**src/riscv_cfg.svh**
```systemverilog
`ifndef RISCV_CFG_SVH
`define RISCV_CFG_SVH

// register file address width
`define RISCV_REGADDR_W  5

// operand width
`define RISCV_XLEN       32

// cycles from a mul/div entering execute to its valid
`define RISCV_MULDIV_LAT 4

`endif
```
**src/riscv_pkg.sv**
```systemverilog
`include "riscv_cfg.svh"

package riscv_pkg;

  localparam logic [6:0] OPC_LUI    = 7'b0110111;
  localparam logic [6:0] OPC_LOAD   = 7'b0000011;
  localparam logic [6:0] OPC_OP     = 7'b0110011;
  localparam logic [6:0] OPC_BRANCH = 7'b1100011;
  localparam logic [6:0] OPC_STORE  = 7'b0100011;
  localparam logic [6:0] OPC_OPIMM  = 7'b0010011;

  typedef enum logic [1:0] {
    RES_ALU = 2'b00,
    RES_PC  = 2'b01,
    RES_MEM = 2'b10  // load data
  } resultsrc_e;

  typedef enum logic [1:0] {
    FWD_RF     = 2'b00,
    FWD_W      = 2'b01,
    FWD_M_ALU  = 2'b10,
    FWD_M_UIMM = 2'b11  // lui result in memory stage
  } fwdsel_e;

  // all-zero value is the bubble
  typedef struct packed {
    logic [`RISCV_REGADDR_W-1:0] rs1;
    logic [`RISCV_REGADDR_W-1:0] rs2;
    logic [`RISCV_REGADDR_W-1:0] rd;
    logic [6:0]                  opcode;
    logic                        regw;
    resultsrc_e                  resultsrc;
    logic                        mul_en;
    logic                        div_en;
  } stage_ctrl_t;

endpackage

```
**src/riscv_hzrd_if.sv**
```systemverilog
`timescale 1ns/1ps

interface riscv_hzrd_if;

  logic stallpc;  // hold fetch pc
  logic stallfd;
  logic flushfd;
  logic flushde;
  logic stallde;
  logic stallem;
  logic stallmw;

  modport ctrl (
    output stallpc,
    output stallfd,
    output flushfd,
    output flushde,
    output stallde,
    output stallem,
    output stallmw
  );

  modport stage (
    input flushde,
    input stallde,
    input stallem,
    input stallmw
  );

endinterface

```
**src/riscv_pipectrl_top.sv**
```systemverilog
`timescale 1ns/1ps
`include "riscv_cfg.svh"

module riscv_pipectrl_top (
  input  logic                   i_clk,
  input  logic                   i_rst_n,
  input  logic [31:0]            i_instr,
  input  logic                   i_instr_valid,
  input  logic                   i_pcsrc,
  input  logic [`RISCV_XLEN-1:0] i_rs1_data,
  input  logic [`RISCV_XLEN-1:0] i_rs2_data,
  input  logic [`RISCV_XLEN-1:0] i_alu_m,
  input  logic [`RISCV_XLEN-1:0] i_uimm_m,
  input  logic [`RISCV_XLEN-1:0] i_result_w,
  output logic [`RISCV_XLEN-1:0] o_opa,
  output logic [`RISCV_XLEN-1:0] o_opb,
  output logic [1:0]             o_fwda,
  output logic [1:0]             o_fwdb,
  output logic                   o_stallpc,
  output logic                   o_stallfd,
  output logic                   o_flushfd,
  output logic                   o_flushde,
  output logic                   o_stall_muldiv,
  output logic                   o_muldiv_valid
);

  riscv_pkg::stage_ctrl_t ctrl_d;
  riscv_pkg::stage_ctrl_t ctrl_e;
  riscv_pkg::stage_ctrl_t ctrl_m;
  riscv_pkg::stage_ctrl_t ctrl_w;
  riscv_pkg::fwdsel_e     fwda;
  riscv_pkg::fwdsel_e     fwdb;
  logic                   muldiv_valid;

  riscv_hzrd_if hzrd ();

  riscv_decoder riscv_decoder_inst (
    .i_instr       (i_instr),
    .i_instr_valid (i_instr_valid),
    .o_ctrl        (ctrl_d)
  );

  riscv_stage_regs riscv_stage_regs_inst (
    .i_clk    (i_clk),
    .i_rst_n  (i_rst_n),
    .i_ctrl_d (ctrl_d),
    .hzrd     (hzrd.stage),
    .o_ctrl_e (ctrl_e),
    .o_ctrl_m (ctrl_m),
    .o_ctrl_w (ctrl_w)
  );

  riscv_muldiv_timer riscv_muldiv_timer_inst (
    .i_clk    (i_clk),
    .i_rst_n  (i_rst_n),
    .i_ctrl_e (ctrl_e),
    .o_valid  (muldiv_valid)
  );

  riscv_hazardunit riscv_hazardunit_inst (
    .i_ctrl_d       (ctrl_d),
    .i_ctrl_e       (ctrl_e),
    .i_ctrl_m       (ctrl_m),
    .i_ctrl_w       (ctrl_w),
    .i_pcsrc        (i_pcsrc),
    .i_muldiv_valid (muldiv_valid),
    .o_fwda         (fwda),
    .o_fwdb         (fwdb),
    .hzrd           (hzrd.ctrl)
  );

  riscv_fwd_mux riscv_fwd_mux_inst (
    .i_fwda     (fwda),
    .i_fwdb     (fwdb),
    .i_rs1_data (i_rs1_data),
    .i_rs2_data (i_rs2_data),
    .i_alu_m    (i_alu_m),
    .i_uimm_m   (i_uimm_m),
    .i_result_w (i_result_w),
    .o_opa      (o_opa),
    .o_opb      (o_opb)
  );

  assign o_fwda         = fwda;
  assign o_fwdb         = fwdb;
  assign o_stallpc      = hzrd.stallpc;
  assign o_stallfd      = hzrd.stallfd;
  assign o_flushfd      = hzrd.flushfd;
  assign o_flushde      = hzrd.flushde;
  assign o_stall_muldiv = hzrd.stallmw;  // all stage stalls move together
  assign o_muldiv_valid = muldiv_valid;

endmodule

```
**src/riscv_fwd_mux.sv**
```systemverilog
`timescale 1ns/1ps
`include "riscv_cfg.svh"

module riscv_fwd_mux (
  input  riscv_pkg::fwdsel_e     i_fwda,
  input  riscv_pkg::fwdsel_e     i_fwdb,
  input  logic [`RISCV_XLEN-1:0] i_rs1_data,
  input  logic [`RISCV_XLEN-1:0] i_rs2_data,
  input  logic [`RISCV_XLEN-1:0] i_alu_m,
  input  logic [`RISCV_XLEN-1:0] i_uimm_m,
  input  logic [`RISCV_XLEN-1:0] i_result_w,
  output logic [`RISCV_XLEN-1:0] o_opa,
  output logic [`RISCV_XLEN-1:0] o_opb
);

  function automatic logic [`RISCV_XLEN-1:0] pick(
    input riscv_pkg::fwdsel_e     sel,
    input logic [`RISCV_XLEN-1:0] rf
  );
    case (sel)
      riscv_pkg::FWD_W:      return i_result_w;
      riscv_pkg::FWD_M_ALU:  return i_alu_m;
      riscv_pkg::FWD_M_UIMM: return i_uimm_m;
      default:               return rf;  // register file read
    endcase
  endfunction

  always_comb
  begin
    o_opa = pick(i_fwda, i_rs1_data);
    o_opb = pick(i_fwdb, i_rs2_data);
  end

endmodule

```
**src/riscv_hazardunit.sv**
```systemverilog
`timescale 1ns/1ps
`include "riscv_cfg.svh"

module riscv_hazardunit (
  input  riscv_pkg::stage_ctrl_t i_ctrl_d,
  input  riscv_pkg::stage_ctrl_t i_ctrl_e,
  input  riscv_pkg::stage_ctrl_t i_ctrl_m,
  input  riscv_pkg::stage_ctrl_t i_ctrl_w,
  input  logic                   i_pcsrc,
  input  logic                   i_muldiv_valid,
  output riscv_pkg::fwdsel_e     o_fwda,
  output riscv_pkg::fwdsel_e     o_fwdb,
  riscv_hzrd_if.ctrl             hzrd
);

  logic m_stall;
  logic load_use;

  // memory stage beats writeback, x0 never forwarded
  function automatic riscv_pkg::fwdsel_e fwd_sel(
    input logic [`RISCV_REGADDR_W-1:0] rs,
    input riscv_pkg::stage_ctrl_t      m,
    input riscv_pkg::stage_ctrl_t      w
  );
    if ((rs == m.rd) && m.regw && (m.rd != '0) && (m.opcode == riscv_pkg::OPC_LUI))
      return riscv_pkg::FWD_M_UIMM;
    else if ((rs == m.rd) && m.regw && (m.rd != '0))
      return riscv_pkg::FWD_M_ALU;
    else if ((rs == w.rd) && w.regw && (w.rd != '0))
      return riscv_pkg::FWD_W;
    else
      return riscv_pkg::FWD_RF;
  endfunction

  always_comb
  begin
    o_fwda = fwd_sel(i_ctrl_e.rs1, i_ctrl_m, i_ctrl_w);
    o_fwdb = fwd_sel(i_ctrl_e.rs2, i_ctrl_m, i_ctrl_w);
  end

  assign m_stall = (i_ctrl_e.mul_en || i_ctrl_e.div_en) && !i_muldiv_valid;

  // load in execute feeding the instruction in decode
  assign load_use = (i_ctrl_e.resultsrc == riscv_pkg::RES_MEM) && (i_ctrl_e.rd != '0) &&
                    ((i_ctrl_d.rs1 == i_ctrl_e.rd) || (i_ctrl_d.rs2 == i_ctrl_e.rd));

  assign hzrd.stallpc = load_use || m_stall;
  assign hzrd.stallfd = load_use || m_stall;
  assign hzrd.flushfd = i_pcsrc;
  assign hzrd.flushde = load_use || i_pcsrc;  // bubble into execute

  // mul/div freezes every stage until valid
  assign hzrd.stallde = m_stall;
  assign hzrd.stallem = m_stall;
  assign hzrd.stallmw = m_stall;

endmodule

```
**src/riscv_muldiv_timer.sv**
```systemverilog
`timescale 1ns/1ps
`include "riscv_cfg.svh"

module riscv_muldiv_timer (
  input  logic                   i_clk,
  input  logic                   i_rst_n,
  input  riscv_pkg::stage_ctrl_t i_ctrl_e,
  output logic                   o_valid
);

  localparam int CNT_W = $clog2(`RISCV_MULDIV_LAT) + 1;

  logic             busy;
  logic [CNT_W-1:0] cnt;  // cycles already spent in execute

  assign busy    = i_ctrl_e.mul_en || i_ctrl_e.div_en;
  assign o_valid = busy && (cnt == CNT_W'(`RISCV_MULDIV_LAT - 1));

  always_ff @(posedge i_clk)
  begin
    if (!i_rst_n)
      cnt <= '0;
    else if (o_valid || !busy)
      cnt <= '0;  // op leaves execute, next one starts fresh
    else
      cnt <= cnt + 1'b1;
  end

  // relies on the stage registers holding the op in execute
  a_valid_latency: assert property (@(posedge i_clk) disable iff (!i_rst_n)
    (busy && cnt == '0) |-> ##(`RISCV_MULDIV_LAT - 1) o_valid);

endmodule

```
**src/riscv_stage_regs.sv**
```systemverilog
`timescale 1ns/1ps

module riscv_stage_regs (
  input  logic                   i_clk,
  input  logic                   i_rst_n,
  input  riscv_pkg::stage_ctrl_t i_ctrl_d,
  riscv_hzrd_if.stage            hzrd,
  output riscv_pkg::stage_ctrl_t o_ctrl_e,
  output riscv_pkg::stage_ctrl_t o_ctrl_m,
  output riscv_pkg::stage_ctrl_t o_ctrl_w
);

  // D/E where stall wins over flush so a frozen pipe keeps its contents
  always_ff @(posedge i_clk)
  begin
    if (!i_rst_n)
      o_ctrl_e <= '0;
    else if (!hzrd.stallde)
    begin
      if (hzrd.flushde)
        o_ctrl_e <= '0;  // bubble
      else
        o_ctrl_e <= i_ctrl_d;
    end
  end

  // E/M
  always_ff @(posedge i_clk)
  begin
    if (!i_rst_n)
      o_ctrl_m <= '0;
    else if (!hzrd.stallem)
      o_ctrl_m <= o_ctrl_e;
  end

  // M/W
  always_ff @(posedge i_clk)
  begin
    if (!i_rst_n)
      o_ctrl_w <= '0;
    else if (!hzrd.stallmw)
      o_ctrl_w <= o_ctrl_m;
  end

  // stall and flush of D/E only meet while the whole pipe is frozen for mul/div
  a_de_stall_flush: assert property (@(posedge i_clk) disable iff (!i_rst_n)
    (hzrd.stallde && hzrd.flushde) |-> (hzrd.stallem && hzrd.stallmw));

endmodule

```
**src/riscv_decoder.sv**
```systemverilog
`timescale 1ns/1ps

module riscv_decoder (
  input  logic [31:0]            i_instr,
  input  logic                   i_instr_valid,
  output riscv_pkg::stage_ctrl_t o_ctrl
);

  logic [6:0] opcode;
  logic [2:0] funct3;
  logic [6:0] funct7;
  logic       m_ext;

  assign opcode = i_instr[6:0];
  assign funct3 = i_instr[14:12];
  assign funct7 = i_instr[31:25];
  assign m_ext  = (funct7 == 7'b0000001);  // M-extension encoding

  always_comb
  begin
    o_ctrl        = '0;
    o_ctrl.opcode = opcode;
    case (opcode)
      riscv_pkg::OPC_LUI:
      begin
        o_ctrl.rd   = i_instr[11:7];  // no source registers
        o_ctrl.regw = 1'b1;
      end
      riscv_pkg::OPC_LOAD:
      begin
        o_ctrl.rs1       = i_instr[19:15];
        o_ctrl.rd        = i_instr[11:7];
        o_ctrl.regw      = 1'b1;
        o_ctrl.resultsrc = riscv_pkg::RES_MEM;
      end
      riscv_pkg::OPC_OP:
      begin
        o_ctrl.rs1    = i_instr[19:15];
        o_ctrl.rs2    = i_instr[24:20];
        o_ctrl.rd     = i_instr[11:7];
        o_ctrl.regw   = 1'b1;
        o_ctrl.mul_en = m_ext && !funct3[2];  // mul, mulh, mulhsu, mulhu
        o_ctrl.div_en = m_ext && funct3[2];   // div, divu, rem, remu
      end
      riscv_pkg::OPC_OPIMM:
      begin
        o_ctrl.rs1  = i_instr[19:15];
        o_ctrl.rd   = i_instr[11:7];
        o_ctrl.regw = 1'b1;
      end
      riscv_pkg::OPC_STORE, riscv_pkg::OPC_BRANCH:
      begin
        o_ctrl.rs1 = i_instr[19:15];  // no destination
        o_ctrl.rs2 = i_instr[24:20];
      end
      default:
        o_ctrl = '0;
    endcase
    if (!i_instr_valid)
      o_ctrl = '0;  // empty slot
  end

endmodule

```
**config.mk**
```make
export PLATFORM = sky130hd
export DESIGN_NAME = riscv_pipectrl_top
export DESIGN_NICKNAME = d
export VERILOG_FILES = /design/src/riscv_pkg.sv /design/src/riscv_hzrd_if.sv /design/src/riscv_pipectrl_top.sv /design/src/riscv_fwd_mux.sv /design/src/riscv_hazardunit.sv /design/src/riscv_muldiv_timer.sv /design/src/riscv_stage_regs.sv /design/src/riscv_decoder.sv
export VERILOG_INCLUDE_DIRS = /design/src /design/src/src
export SDC_FILE = /design/constraint.sdc
export NUM_CORES = 1
export LEC_CHECK = 0
export BUFFER_PORTS_ARGS = -buffer_cell sky130_fd_sc_hd__buf_4
export CELL_PAD_IN_SITES_DETAIL_PLACEMENT = 0
export CELL_PAD_IN_SITES_GLOBAL_PLACEMENT = 2
export CORE_MARGIN = 4
export CORE_UTILIZATION = 22
export DETAILED_ROUTE_END_ITERATION = 8
export GPL_TIMING_DRIVEN = 0
export MAX_ROUTING_LAYER = met4
export PLACE_DENSITY_LB_ADDON = 0.1
export SLEW_MARGIN = 20
export SYNTH_ARGS = -nofsm -noshare
export SYNTH_HDL_FRONTEND = slang
export SYNTH_SLANG_ARGS = --single-unit
```
**constraint.sdc**
```tcl
create_clock -name i_clk -period 2.7 [get_ports i_clk]
set_input_delay 0.27 -clock i_clk [delete_from_list [all_inputs] [get_ports i_clk]]
set_output_delay 0.27 -clock i_clk [all_outputs]
set_load 0.005 [all_outputs]
```
==> impl_metrics.env <==
export IMPL_status="complete, no violations"
export IMPL_ys_warn_count=0
export IMPL_gp_congestion=0.8518
export IMPL_drt_total_wl_mm=22.44
export IMPL_required_ns=2.43
export IMPL_clk_root_buffer_cell="clkbuf_16"
export IMPL_multi_input_area_um2=3383
export IMPL_finalSetupViolations=0
export IMPL_powerDensity_nw_per_um2=256.1
export IMPL_vias_per_cell=4.820
export IMPL_fin_worst_skew_ns=0.004006
export IMPL_grt_overflow_total=0
export IMPL_finalCritPeriodShare_pct=98.00
export IMPL_whs_ns=0.2176
export IMPL_cts_buffers=5
export IMPL_grt_met2_usage_pct=35.38
export IMPL_fin_nets=1035
export IMPL_drt_iter0_drc=150
export IMPL_num_antenna_cells=0
export IMPL_fmax_ghz=0.3779
export IMPL_critPathMaxFanout=10
export IMPL_clk_latency_ns=0.28
export IMPL_p_leak_nw=3.246
export IMPL_syn_to_final_growth_pct=71.22
export IMPL_path_clk_slew_ns=0.06
export IMPL_end_kind="output port"
export IMPL_synth_fp_nets=758
export IMPL_cp_start_kind="register"
export IMPL_hpwlAfterDp_mm=18.25
export IMPL_drc=0
export IMPL_seq_area_um2=968.4
export IMPL_grt_max_degree=16
export IMPL_die_area_um2=21610
export IMPL_antenna_found_initial=0
export IMPL_grt_busiest_layer="met2"
export IMPL_setup_tns_ns=0
export IMPL_post_drt_wl_per_cell_um=20.44
export IMPL_grt_pass1_vias=5401
export IMPL_clockBufferDepth=2
export IMPL_cts_hold_buffers_added=0
export IMPL_grtUsageTotal_pct=19.88
export IMPL_row_count=50
export IMPL_slew_headroom_pct=50.93
export IMPL_syn_cell_area_um2=4252
export IMPL_die_w_um=147.0
export IMPL_portBuffers=266
export IMPL_hold_viol=0
export IMPL_vdd_drop_max_v=0.0002192
export IMPL_slew_violations=0
export IMPL_io_pins=270
export IMPL_yosysUniqueCellTypes=53
export IMPL_synth_seq_area_share_pct=22.60
export IMPL_initial_core_util_pct=22.58
export IMPL_dr_pass1_iters=5
export IMPL_worstPathArrival_ns=2.38
export IMPL_synthFlopType="dfxtp_1"
export IMPL_grtUsageMet3_pct=3.578
export IMPL_syn_inst=560
export IMPL_avgSynthCellArea_um2=7.592
export IMPL_worstMarginPinSlew_ns=0.7361
export IMPL_synth_edf_count=0
export IMPL_ant_nets=0
export IMPL_ys_ff_latch=48
export IMPL_grt_pass1_wl_mm=33.08
export IMPL_synthArstFlopShare_pct=0
export IMPL_hold_class="primary input to register"
export IMPL_final_min_clock_period_ns=2.646
export IMPL_die_h_um=147.0
export IMPL_drv_cap=0
export IMPL_rsz0062_at_grt="true"
export IMPL_htree_levels=2
export IMPL_vias=5292
export IMPL_core_area_um2=18830
export IMPL_clock_sinks=48
export IMPL_grt_met1_usage_pct=23.83
export IMPL_drive_gt1_share_pct=49.16
export IMPL_critical_path_class="register to output port"
export IMPL_cts_tree="done"
export IMPL_fillers=1990
[sequential cells by signal (all words and copies together) (netlist names)]
name and flops:
riscv_stage_regs_inst.o_ctrl_e 26, riscv_stage_regs_inst.o_ctrl_m 13, riscv_stage_regs_inst.o_ctrl_w 6, riscv_muldiv_timer_inst.cnt 3
[power breakdown]
part,switching [W],internal (W),total (W)
Combinational,0.000211,0.000341,0.000552
Clock,0.000262,0.000341,0.000604
Sequential,0.00000125,0.000708,0.000709
[cell usage after synthesis, types with 2 or more instances]
library cell | instances | area share (%)
nand2_1 | 74 | 6.5
a21oi_1 | 70 | 8.2
nor2b_1 | 65 | 9.6
a211oi_1 | 64 | 11
dfxtp_1 | 48 | 23
clkbuf_1 | 34 | 3.0
mux2i_1 | 34 | 8.0
a21boi_0 | 20 | 3.5
xnor2_1 | 17 | 3.5
nor2_1 | 11 | 0.97
nand3_1 | 10 | 1.2
buf_6 | 9 | 2.4
o21ai_2 | 9 | 1.9
xor2_1 | 9 | 1.9
nor4_1 | 8 | 1.2
a22o_1 | 6 | 1.2
buf_2 | 6 | 0.71
inv_1 | 6 | 0.53
o21ai_0 | 5 | 0.59
a31oi_1 | 4 | 0.59
nand4_1 | 4 | 0.59
nor4bb_1 | 4 | 0.94
nand3b_1 | 3 | 0.53
nor3_1 | 3 | 0.35
o32ai_1 | 3 | 0.62
a41oi_2 | 2 | 0.77
and3_1 | 2 | 0.29
buf_4 | 2 | 0.35
ha_1 | 2 | 0.59
or3_1 | 2 | 0.29
or4_1 | 2 | 0.35
[layer usage]
metal / vias to the layer above / share of wire, %
met3: 20 / 5.9
met2: 179 / 50
met5: - / 0
li1: 2585 / -
met1: 2508 / 42
met4: 0 / 1.5
[stage by stage]
step | setup WS (ns) | util, % | cell area [um2] | cells | total power (W)
2_1_floorplan | 0.4099 | - | 4252 | 560 | 0.0008858
5_1_grt | -0.03279 | 38.66 | 7279 | 1098 | 0.001956
4_1_cts | 0.01104 | 36.19 | 6815 | 1096 | 0.001851
3_5_place_dp | -0.2294 | 34.91 | 6574 | 1086 | 0.001240
3_3_place_gp | -0.2054 | 34.91 | 6574 | 1086 | 0.001235
6_report | 0.05398 | 38.66 | 7279 | 1098 | 0.001865
[critical path, cell delays in order, from the launching register on]
cell and delay (ns):
dfxtp_4 0.36, or4_4 0.55, o21ai_4 0.18, nor4_2 0.07
buf_4 0.16, buf_12 0.15, buf_8 0.15, a211oi_2 0.24
a21oi_1 0.08, buf_4 0.15
[final timing paths]
path	startpoint	endpoint	slack, ns	depth (start not counted)
setup / recovery	riscv_stage_regs_inst.o_ctrl_w[16]	o_opb[30]	0.05	9
hold / removal	i_instr[17]	riscv_stage_regs_inst.o_ctrl_e[24]	0.22	2
setup reg to reg	riscv_muldiv_timer_inst.cnt[0]	riscv_stage_regs_inst.o_ctrl_e[5]	0.44	9
hold reg to reg	riscv_muldiv_timer_inst.cnt[0]	riscv_muldiv_timer_inst.cnt[0]	0.43	1
[cells by family after synthesis]
group           Yosys count  synth area share, %
compound gates          193                31.17
xor+xnor                 26                5.356
fa+ha+maj                 2               0.5885
buf+inv                  59                7.180
flops                    48                22.60
mux                      34                8.005
simple gates            198                25.10
[repair_timing]
item,4_1_cts,5_1_grt
setup endpoints to repair,68,67
setup buffers,4,5
gates resized for setup,34,102
pin swaps,1,17
[placed cells by master, fill, tap and decap left out, types with 3 or more instances in the layout]
master     Yosys  final
nor2_1        11     11
o21ai_0        5      4
a21oi_2        0      5
clkbuf_2       1     13
o21ai_2        9      9
xor2_1         9      9
inv_1          6      6
buf_2          6      3
a21boi_0      20     20
dfxtp_2        0      3
o32ai_1        3      3
nand2_1       74     74
buf_12         0      5
nor3_1         3      3
nor2b_1       65     64
a22o_1         6      6
a211oi_1      64     10
a21oi_1       70     65
buf_8          0      3
nand3b_1       3      3
a211oi_2       0     51
nand3_1       10     10
buf_4          2    284
nor4bb_1       4      4
a31oi_1        4      4
dfxtp_1       48     44
a211oi_4       0      3
clkbuf_1      34     10
nand4_1        4      4
clkbuf_16      0      5
xnor2_1       17     17
nor4_1         8      4
mux2i_1       34     34
clkbuf_4       0      4
[final cells by class]
class	instances	area share [%]
Multi-Input combinational cell	453	46.48
Timing Repair Buffer	275	28.36
Clock buffer	5	1.719
Inverter	6	0.3094
Tap cell	260	4.469
Clock inverter	3	0.2578
Buffer	48	5.105
Sequential cell	48	13.30
Note: power is estimated with default switching activity, not from simulation.
